### src/verilog/fpsu_pkg.sv
// Packed SIMD unit shared definitions.
// Covers the forwarded word layout, opcodes, type tags and return word bits.

`default_nettype none

package fpsu_pkg;

  // forwarding network
  localparam int NUM_BUSES = 10;

  // parity bit position in a forwarded word, covers everything below it
  localparam int PAR_BIT = 68;

  // 69 reserved, 68 parity, 67..66 tag, 65..64 zero, 63..0 payload
  typedef logic [69:0] bus_word_t;

  typedef bus_word_t [NUM_BUSES-1:0] bus_array_t;

  // values at or above NUM_BUSES select no bus
  typedef logic [3:0] fwd_sel_t;

  typedef logic [7:0] op_t;

  typedef logic [13:0] ret_t;

  typedef enum logic [1:0] {
    NONE  = 2'd0,
    PERM  = 2'd1,
    LOGIC = 2'd2
  } unit_sel_t;

  // permute opcodes
  localparam op_t OP_PERM_COPY = 8'h10;
  localparam op_t OP_PERM_SWAP = 8'h11;
  localparam op_t OP_PERM_DUP  = 8'h12;
  localparam op_t OP_PERM_CMB  = 8'h13;

  // logic group, low two bits pick the operation
  localparam op_t OP_LOGIC = 8'h20;

  // permute unit modes
  localparam logic [1:0] PERM_COPY = 2'd0;
  localparam logic [1:0] PERM_SWAP = 2'd1;
  localparam logic [1:0] PERM_DUP  = 2'd2;
  localparam logic [1:0] PERM_CMB  = 2'd3;

  // logic unit selects
  localparam logic [1:0] LOGIC_AND  = 2'd0;
  localparam logic [1:0] LOGIC_OR   = 2'd1;
  localparam logic [1:0] LOGIC_XOR  = 2'd2;
  localparam logic [1:0] LOGIC_ANDN = 2'd3;

  // result type tags
  localparam logic [1:0] PTYPE_SNGL = 2'b01;
  localparam logic [1:0] PTYPE_INT  = 2'b10;

  // return word bits
  localparam int RET_DONE    = 0;
  localparam int RET_PARITY  = 1;
  localparam int RET_ILLEGAL = 2;

endpackage

`default_nettype wire

### src/verilog/operand_forward.sv
// Operand resolution through the forwarding network.
// Picks a live bus, a one-cycle-old bus or the register file word,
// then registers it along with its parity check.

`timescale 1ns/1ps
`default_nettype none

module operand_forward (
  input  wire                   clk,
  input  wire                   rst,
  input  wire                   en,
  input  wire fpsu_pkg::bus_word_t  rf_word,
  input  wire fpsu_pkg::fwd_sel_t   fwd_now,
  input  wire fpsu_pkg::fwd_sel_t   fwd_old,
  input  wire fpsu_pkg::bus_array_t buses,
  output fpsu_pkg::bus_word_t       operand,
  output logic                      parity_err
);

  fpsu_pkg::bus_array_t buses_d;
  fpsu_pkg::bus_word_t  sel_word;

  // bus history, one cycle deep
  always_ff @(posedge clk) begin
    buses_d <= buses;
  end

  // live select wins over the delayed one
  always_comb begin
    if (fwd_now < fpsu_pkg::NUM_BUSES) begin
      sel_word = buses[fwd_now];
    end else if (fwd_old < fpsu_pkg::NUM_BUSES) begin
      sel_word = buses_d[fwd_old];
    end else begin
      sel_word = rf_word;
    end
  end

  always_ff @(posedge clk) begin
    if (en) begin
      operand <= sel_word;
    end
  end

  // even parity, a set reduction means a flipped bit
  always_ff @(posedge clk) begin
    if (rst) begin
      parity_err <= 1'b0;
    end else if (en) begin
      parity_err <= ^sel_word[fpsu_pkg::PAR_BIT:0];
    end
  end

endmodule

`default_nettype wire

### src/verilog/op_decode.sv
// Opcode decode for the SIMD unit.
// Registers the issue strobe and opcode, then classifies the opcode
// into a unit select and that unit's control field.

`timescale 1ns/1ps
`default_nettype none

module op_decode (
  input  wire                 clk,
  input  wire                 rst,
  input  wire                 en,
  input  wire fpsu_pkg::op_t  op,
  output logic                issued,
  output fpsu_pkg::unit_sel_t unit,
  output logic [1:0]          perm_mode,
  output logic [1:0]          logic_sel,
  output logic                illegal
);

  logic          en_reg;
  fpsu_pkg::op_t op_reg;
  logic          known;

  always_ff @(posedge clk) begin
    if (rst) begin
      en_reg <= 1'b0;
    end else begin
      en_reg <= en;
    end
  end

  always_ff @(posedge clk) begin
    if (en) begin
      op_reg <= op;
    end
  end

  always_comb begin
    unit      = fpsu_pkg::NONE;
    perm_mode = fpsu_pkg::PERM_COPY;
    logic_sel = op_reg[1:0];
    known     = 1'b1;
    case (op_reg)
      fpsu_pkg::OP_PERM_COPY: begin
        unit      = fpsu_pkg::PERM;
        perm_mode = fpsu_pkg::PERM_COPY;
      end
      fpsu_pkg::OP_PERM_SWAP: begin
        unit      = fpsu_pkg::PERM;
        perm_mode = fpsu_pkg::PERM_SWAP;
      end
      fpsu_pkg::OP_PERM_DUP: begin
        unit      = fpsu_pkg::PERM;
        perm_mode = fpsu_pkg::PERM_DUP;
      end
      fpsu_pkg::OP_PERM_CMB: begin
        unit      = fpsu_pkg::PERM;
        perm_mode = fpsu_pkg::PERM_CMB;
      end
      default: begin
        // whole logic group shares the top six bits
        if (op_reg[7:2] == fpsu_pkg::OP_LOGIC[7:2]) begin
          unit = fpsu_pkg::LOGIC;
        end else begin
          known = 1'b0;
        end
      end
    endcase
  end

  assign issued  = en_reg;
  assign illegal = en_reg & ~known;

endmodule

`default_nettype wire

### src/verilog/perm_unit.sv
// Permute unit working on packed 32-bit halves.
// Copy, swap, duplicate low, or combine A high with B low.

`timescale 1ns/1ps
`default_nettype none

module perm_unit (
  input  wire                      clk,
  input  wire                      rst,
  input  wire                      go,
  input  wire [1:0]                perm_mode,
  input  wire fpsu_pkg::bus_word_t a,
  input  wire fpsu_pkg::bus_word_t b,
  output logic                     valid,
  output logic [63:0]              payload
);

  logic [31:0] a_hi;
  logic [31:0] a_lo;
  logic [31:0] b_lo;
  logic [63:0] perm_res;

  assign a_hi = a[63:32];
  assign a_lo = a[31:0];
  assign b_lo = b[31:0];

  always_comb begin
    case (perm_mode)
      fpsu_pkg::PERM_SWAP: perm_res = {a_lo, a_hi};
      fpsu_pkg::PERM_DUP:  perm_res = {a_lo, a_lo};
      fpsu_pkg::PERM_CMB:  perm_res = {a_hi, b_lo};
      default:             perm_res = {a_hi, a_lo};
    endcase
  end

  always_ff @(posedge clk) begin
    if (rst) begin
      valid <= 1'b0;
    end else begin
      valid <= go;
    end
  end

  always_ff @(posedge clk) begin
    if (go) begin
      payload <= perm_res;
    end
  end

endmodule

`default_nettype wire

### src/verilog/logic_unit.sv
// 64-bit bitwise logic unit.
// AND, OR, XOR and A AND NOT B on the operand payloads.

`timescale 1ns/1ps
`default_nettype none

module logic_unit (
  input  wire                      clk,
  input  wire                      rst,
  input  wire                      go,
  input  wire [1:0]                logic_sel,
  input  wire fpsu_pkg::bus_word_t a,
  input  wire fpsu_pkg::bus_word_t b,
  output logic                     valid,
  output logic [63:0]              payload
);

  logic [63:0] logic_res;

  always_comb begin
    case (logic_sel)
      fpsu_pkg::LOGIC_OR:   logic_res = a[63:0] | b[63:0];
      fpsu_pkg::LOGIC_XOR:  logic_res = a[63:0] ^ b[63:0];
      fpsu_pkg::LOGIC_ANDN: logic_res = a[63:0] & ~b[63:0];
      default:              logic_res = a[63:0] & b[63:0];
    endcase
  end

  always_ff @(posedge clk) begin
    if (rst) begin
      valid <= 1'b0;
    end else begin
      valid <= go;
    end
  end

  always_ff @(posedge clk) begin
    if (go) begin
      payload <= logic_res;
    end
  end

endmodule

`default_nettype wire

### src/verilog/result_writeback.sv
// Result writeback stage.
// Merges the unit results into a tagged, parity-protected word
// and builds the completion/exception return word.

`timescale 1ns/1ps
`default_nettype none

module result_writeback (
  input  wire                 clk,
  input  wire                 rst,
  input  wire                 perm_valid,
  input  wire [63:0]          perm_payload,
  input  wire                 logic_valid,
  input  wire [63:0]          logic_payload,
  input  wire                 issued_d,
  input  wire                 err_d,
  input  wire                 illegal_d,
  output fpsu_pkg::bus_word_t result,
  output logic                result_valid,
  output fpsu_pkg::ret_t      ret,
  output logic                ret_en
);

  logic [67:0]    body;
  fpsu_pkg::ret_t ret_word;

  // tag, two zero bits, payload
  always_comb begin
    if (perm_valid) begin
      body = {fpsu_pkg::PTYPE_SNGL, 2'b00, perm_payload};
    end else begin
      body = {fpsu_pkg::PTYPE_INT, 2'b00, logic_payload};
    end
  end

  always_comb begin
    ret_word                        = '0;
    ret_word[fpsu_pkg::RET_DONE]    = 1'b1;
    ret_word[fpsu_pkg::RET_PARITY]  = err_d;
    ret_word[fpsu_pkg::RET_ILLEGAL] = illegal_d;
  end

  always_ff @(posedge clk) begin
    if (rst) begin
      result_valid <= 1'b0;
      result       <= '0;
      ret_en       <= 1'b0;
      ret          <= '0;
    end else begin
      result_valid <= perm_valid | logic_valid;
      ret_en       <= issued_d;
      if (perm_valid | logic_valid) begin
        result <= {1'b0, ^body, body};
      end else begin
        result <= '0;
      end
      ret <= issued_d ? ret_word : '0;
    end
  end

endmodule

`default_nettype wire

### src/verilog/fpsu_top.sv
// Packed-operand SIMD unit top level.
// Forwards both operands, decodes the opcode, runs the permute or
// logic unit and returns a result word plus a return word, 3 cycles
// after issue.

`timescale 1ns/1ps
`default_nettype none

module fpsu_top (
  input  wire                       clk,
  input  wire                       rst,
  input  wire                       en,
  input  wire fpsu_pkg::op_t        op,
  input  wire fpsu_pkg::bus_word_t  rf_a,
  input  wire fpsu_pkg::bus_word_t  rf_b,
  input  wire fpsu_pkg::fwd_sel_t   fwd_now_a,
  input  wire fpsu_pkg::fwd_sel_t   fwd_old_a,
  input  wire fpsu_pkg::fwd_sel_t   fwd_now_b,
  input  wire fpsu_pkg::fwd_sel_t   fwd_old_b,
  input  wire fpsu_pkg::bus_array_t buses,
  output fpsu_pkg::bus_word_t       result,
  output logic                      result_valid,
  output fpsu_pkg::ret_t            ret,
  output logic                      ret_en
);

  fpsu_pkg::bus_word_t opnd_a;
  fpsu_pkg::bus_word_t opnd_b;
  logic                err_a;
  logic                err_b;
  logic                issued;
  fpsu_pkg::unit_sel_t unit;
  logic [1:0]          perm_mode;
  logic [1:0]          logic_sel;
  logic                illegal;
  logic                op_err;
  logic                perm_go;
  logic                logic_go;
  logic                perm_valid;
  logic [63:0]         perm_payload;
  logic                logic_valid;
  logic [63:0]         logic_payload;
  logic                issued_d;
  logic                err_d;
  logic                illegal_d;

  operand_forward fwd_a (
    .clk        (clk),
    .rst        (rst),
    .en         (en),
    .rf_word    (rf_a),
    .fwd_now    (fwd_now_a),
    .fwd_old    (fwd_old_a),
    .buses      (buses),
    .operand    (opnd_a),
    .parity_err (err_a)
  );

  operand_forward fwd_b (
    .clk        (clk),
    .rst        (rst),
    .en         (en),
    .rf_word    (rf_b),
    .fwd_now    (fwd_now_b),
    .fwd_old    (fwd_old_b),
    .buses      (buses),
    .operand    (opnd_b),
    .parity_err (err_b)
  );

  op_decode dec (
    .clk       (clk),
    .rst       (rst),
    .en        (en),
    .op        (op),
    .issued    (issued),
    .unit      (unit),
    .perm_mode (perm_mode),
    .logic_sel (logic_sel),
    .illegal   (illegal)
  );

  // a bad operand keeps both units idle
  assign op_err   = err_a | err_b;
  assign perm_go  = issued & (unit == fpsu_pkg::PERM) & ~op_err;
  assign logic_go = issued & (unit == fpsu_pkg::LOGIC) & ~op_err;

  perm_unit perm (
    .clk       (clk),
    .rst       (rst),
    .go        (perm_go),
    .perm_mode (perm_mode),
    .a         (opnd_a),
    .b         (opnd_b),
    .valid     (perm_valid),
    .payload   (perm_payload)
  );

  logic_unit lgc (
    .clk       (clk),
    .rst       (rst),
    .go        (logic_go),
    .logic_sel (logic_sel),
    .a         (opnd_a),
    .b         (opnd_b),
    .valid     (logic_valid),
    .payload   (logic_payload)
  );

  // status follows the units by one stage
  always_ff @(posedge clk) begin
    if (rst) begin
      issued_d <= 1'b0;
    end else begin
      issued_d <= issued;
    end
  end

  always_ff @(posedge clk) begin
    err_d     <= issued & op_err;
    illegal_d <= illegal;
  end

  result_writeback wb (
    .clk           (clk),
    .rst           (rst),
    .perm_valid    (perm_valid),
    .perm_payload  (perm_payload),
    .logic_valid   (logic_valid),
    .logic_payload (logic_payload),
    .issued_d      (issued_d),
    .err_d         (err_d),
    .illegal_d     (illegal_d),
    .result        (result),
    .result_valid  (result_valid),
    .ret           (ret),
    .ret_en        (ret_en)
  );

endmodule

`default_nettype wire

### config.mk
export PLATFORM = sky130hd
export DESIGN_NAME = fpsu_top
export DESIGN_NICKNAME = d
export VERILOG_FILES = /design/src/verilog/fpsu_pkg.sv /design/src/verilog/operand_forward.sv /design/src/verilog/op_decode.sv /design/src/verilog/perm_unit.sv /design/src/verilog/logic_unit.sv /design/src/verilog/result_writeback.sv /design/src/verilog/fpsu_top.sv
export SDC_FILE = /design/constraint.sdc
export NUM_CORES = 2
export LEC_CHECK = 0
export CAP_MARGIN = 5
export CELL_PAD_IN_SITES_DETAIL_PLACEMENT = 1
export CELL_PAD_IN_SITES_GLOBAL_PLACEMENT = 1
export CORE_AREA = 2 2 372 374
export DETAILED_ROUTE_END_ITERATION = 12
export DIE_AREA = 0 0 374 376
export DONT_BUFFER_PORTS = 1
export PLACE_DENSITY_LB_ADDON = 0.05
export SYNTH_ARGS = -nofsm -noshare
export SYNTH_HDL_FRONTEND = slang
export SYNTH_SLANG_ARGS = --single-unit
export TNS_END_PERCENT = 30
### constraint.sdc
create_clock -name clk -period 5.4 [get_ports clk]
set_input_delay 1.08 -clock clk [delete_from_list [all_inputs] [get_ports clk]]
set_output_delay 1.08 -clock clk [all_outputs]
set_load 0.02 [all_outputs]
==> key figures <==
Worst setup path
  – WP data required: 6.04 ns
  – Worst reg2reg path endpoint: fwd_b.parity_err
  – Crit Reg-Reg Startpoint: fwd_b.buses_d[280]
  – Startpoint types: input pin
  – Worst Reg-to-Reg Cells: 11
  – Worst setup path category: input pin to flop
  – Flop-to-flop setup slack: 1.56 ns
  – Worst EP arrival: 5.43 ns
  – CP endpoint kind: flop
  – Worst Setup SP: fwd_now_a[0]
  – Crit Path Max Fanout: 223

Yosys
  – EDFF count, synth: 264
  – Distinct cells, synth: 80
  – Synth warn: 0
  – Seq/Total Area, Yosys: 0.4175
  – Post-Syn Area: 55870 µm²
  – Compound-Gate Fraction of Synth Area: 0.1135
  – Proportion of synthesized area in mux cells: 0.3020
  – Ys flop type: dfxtp_1
  – Syn avg cell area: 12.17 µm²
  – Syn Inst Count: 4589
  – Synth Area in Simple Gates: 0.04817
  – Largest family of logic cells by synthesized area: multiplexers
  – Async SR Flop Fraction: 0
  – XOR/XNOR Fraction of Synth Area: 0.04949
  – Synth Area in Adders: 0.01523
  – Register bit total from synthesis: 1033

Floorplan
  – Die Y: 376 µm
  – IO Count: 953
  – Num rows: 136
  – Die ar.: 140600 µm²
  – Initial Util: 0.4089
  – Core area: 136600 µm²
  – Width of the chip: 374 µm

Placement
  – Routability congestion estimate: 0.8947
  – Placed Area: 57040 µm²
  – Port Buf Inserts: 0
  – DP HPWL: 189800 µm

Layout
  – NumNets Final: 5390
  – Area Growth Syn to Fin: 10.41%
  – Register name with the most flops: fwd_b.buses_d
  – Biggest regs: fwd_b.buses_d x690, wb.result x67
  – Post-route cell area: 61680 µm²
  – Filler cell count: 14150
  – Register area: 23330 µm²
  – Share of layout cells above drive strength 1: 0.2333
  – Max reg flops: 690
  – Multi-input gate area: 29790 µm²

Timing
  – RSZ-0062 raised after global routing: false
  – Post-route clock period utilization: 0.8862
  – Max_slew headroom: 0.1840
  – Final clock skew: 0.03297 ns
  – Worst slew pin tran: 1.224 ns
  – Minimum clock period: 4.786 ns
  – FMAX: 209.0 MHz
  – Final hold vios: 0
  – Final slew viol count: 0
  – Final hold slack: 0.3254 ns
  – Final setup TNS: 0 ns
  – Final setup violation count: 0

Clock tree
  – Clock-pin slew on the worst setup and hold paths: 0.06 ns
  – Num Clock Sinks: 1033
  – Number of buffers on the longest clock path: 3
  – CTS tree: built
  – TritonCTS Buffers: 130
  – Hold buffer count at CTS: 0
  – Clock H-tree levels: 4
  – Clock Tree Root: clkbuf_16
  – Post-cts resize count: 0
  – Worst-Skew Late Latency: 0.78 ns
  – # Post-CTS Setup Buffers: 0

Power
  – PwrDens: 357.0 nW/µm²
  – Switching Power: 5.853 mW
  – Switching Share: 0.2658
  – Register share of total power: 0.394
  – Maximum vdd ir drop: 0.0003471 V
  – Clk pwr share: 0.418
  – Combinational share of power: 0.188
  – LEAKAGE: 23.02 nW
  – Int Pwr: 16.17 mW
  – Overall power: 22.02 mW

Routing
  – TritonRoute pass-1 iters: 7
  – DRC: 0
  – Via count: 42160
  – Vias per cell: 6.571
  – Routed wire length: 270200 µm
  – Initial drt markers: 4221
  – Avg WL per Cell: 42.12 µm
  – Routed Antenna Nets: 0

GRT
  – All-layer global routing usage: 0.3756
  – Pin count of the biggest net entering global routing: 247
  – GRT overflow: 0
  – Initial antenna violation count: 77
  – Vias in the first global route: 43070
  – First-pass GRT wire length: 364700 µm

Hold path
  – Hold Crit Class: input pin to flop
  – Hold Startpoint: buses[552]
  – Worst hold endpoint: fwd_b.buses_d[552]
  – Cell depth of the worst hold path: 0

Run
  – Max-Cap Viols: 0

Status
  – Status: finished clean
==> critical path, stage by stage <==
cell and delay, ns:
mux4_2 0.84, mux2i_1 0.63, o221ai_1 0.61, xor2_1 0.31
xnor3_1 0.48, xnor3_1 0.35, xor3_1 0.38, mux2i_1 0.14
nor2_1 0.05
==> cell type report <==
cell class              count  area share
multi-input cells        2995      0.4830
well taps                1794     0.03639
flip-flops and latches   1033      0.3782
inverters                 173     0.01055
clock buffers             187     0.06385
diodes                     66    0.002677
repair buffers            122     0.01667
clock inverters            46    0.008682
==> logic make-up (layout without fill, tap and decap cells) <==
kind of cell | count (synthesis) | after routing
buffers and inverters | 574 | 528
XOR/XNOR | 263 | 263
multiplexers | 1071 | 1071
AND/OR/NAND/NOR | 637 | 637
flip-flops | 1033 | 1033
AO/OA/AOI/OAI | 942 | 942
other | 1 | 80
adder cells (fa/ha/maj) | 68 | 68
==> cells in the final DEF, fill, tap and decap left out, drive strengths merged, types with 9 or more instances in the layout <==
master	instances
a211o	13
a211oi	62
a21oi	140
a221oi	44
a222oi	32
a22o	9
a22oi	50
a31oi	9
buf	122
bufinv	11
clkbuf	187
clkinv	30
conb	14
dfxtp	769
diode	66
edfxtp	264
ha	68
inv	177
mux2	219
mux2i	387
mux4	465
nand2	320
nor2	194
nor2b	57
nor3	18
o211ai	103
o21ai	272
o221ai	54
o22ai	40
o31ai	67
o32ai	12
or3	11
xnor2	170
xnor3	27
xor2	61
==> worst max path at each step <==
stage | end | slack [ns] | cells past startpoint
3_5_place_dp | fwd_a.parity_err | 0.57 | 11
6_report | fwd_a.parity_err | 0.61 | 9
3_3_place_gp | fwd_a.parity_err | 0.59 | 11
2_1_floorplan | fwd_b.parity_err | 0.84 | 15
5_1_grt | fwd_a.parity_err | 0.92 | 9
4_1_cts | fwd_a.parity_err | 1.38 | 11
==> synth_stat cells (all sizes together), types with 8 or more instances <==
| cell | instances | share of area |
|---|---|---|
| inv | 171 | 0.011 |
| o22ai | 40 | 0.0046 |
| dfxtp | 769 | 0.28 |
| o21ai | 272 | 0.024 |
| o221ai | 54 | 0.0088 |
| ha | 68 | 0.015 |
| o211ai | 103 | 0.014 |
| xor2 | 61 | 0.0096 |
| nand3 | 8 | 0.00072 |
| a21oi | 140 | 0.013 |
| clkbuf | 186 | 0.012 |
| o31ai | 67 | 0.0090 |
| or3 | 11 | 0.0012 |
| a222oi | 32 | 0.0057 |
| a221oi | 44 | 0.0072 |
| a31oi | 9 | 0.0010 |
| buf | 215 | 0.030 |
| mux2 | 219 | 0.044 |
| edfxtp | 264 | 0.14 |
| a22oi | 50 | 0.0067 |
| o32ai | 12 | 0.0019 |
| a22o | 9 | 0.0014 |
| nor2b | 57 | 0.0064 |
| mux2i | 387 | 0.069 |
| a211oi | 62 | 0.0085 |
| xnor3 | 27 | 0.011 |
| a211o | 13 | 0.0020 |
| nor2 | 194 | 0.013 |
| mux4 | 465 | 0.19 |
| nand2 | 320 | 0.022 |
| nor3 | 18 | 0.0016 |
| xnor2 | 170 | 0.027 |
==> power by group through the flow <==
stage | Combinational [mW] | Clock (mW) | Sequential [mW]
6_report | 4.15 | 9.20 | 8.68
5_1_grt | 4.33 | 9.60 | 8.71
4_1_cts | 4.10 | 9.30 | 8.67
3_5_place_dp | 4.08 | 0 | 8.83
3_3_place_gp | 4.03 | 0 | 8.82
2_1_floorplan | 3.21 | 0 | 8.71
==> per-layer routing <==
layer	GRT usage	wire [µm]
met1	0.4642	104700
met2	0.5873	122800
met3	0.1356	29290
met4	0.1704	13240
met5	0	246
==> through the flow <==
stage | setup WS [ns] | utilization | instances
global placement | 0.5868 | 0.4175 | 6117
CTS | 1.377 | 0.4502 | 6350
detailed placement | 0.5701 | 0.4175 | 6117
floorplan | 0.8424 | - | 4602
global route | 0.9176 | 0.4510 | 6395
finish | 0.6144 | 0.4514 | 6416
Note: power is estimated with default switching activity, not from simulation.
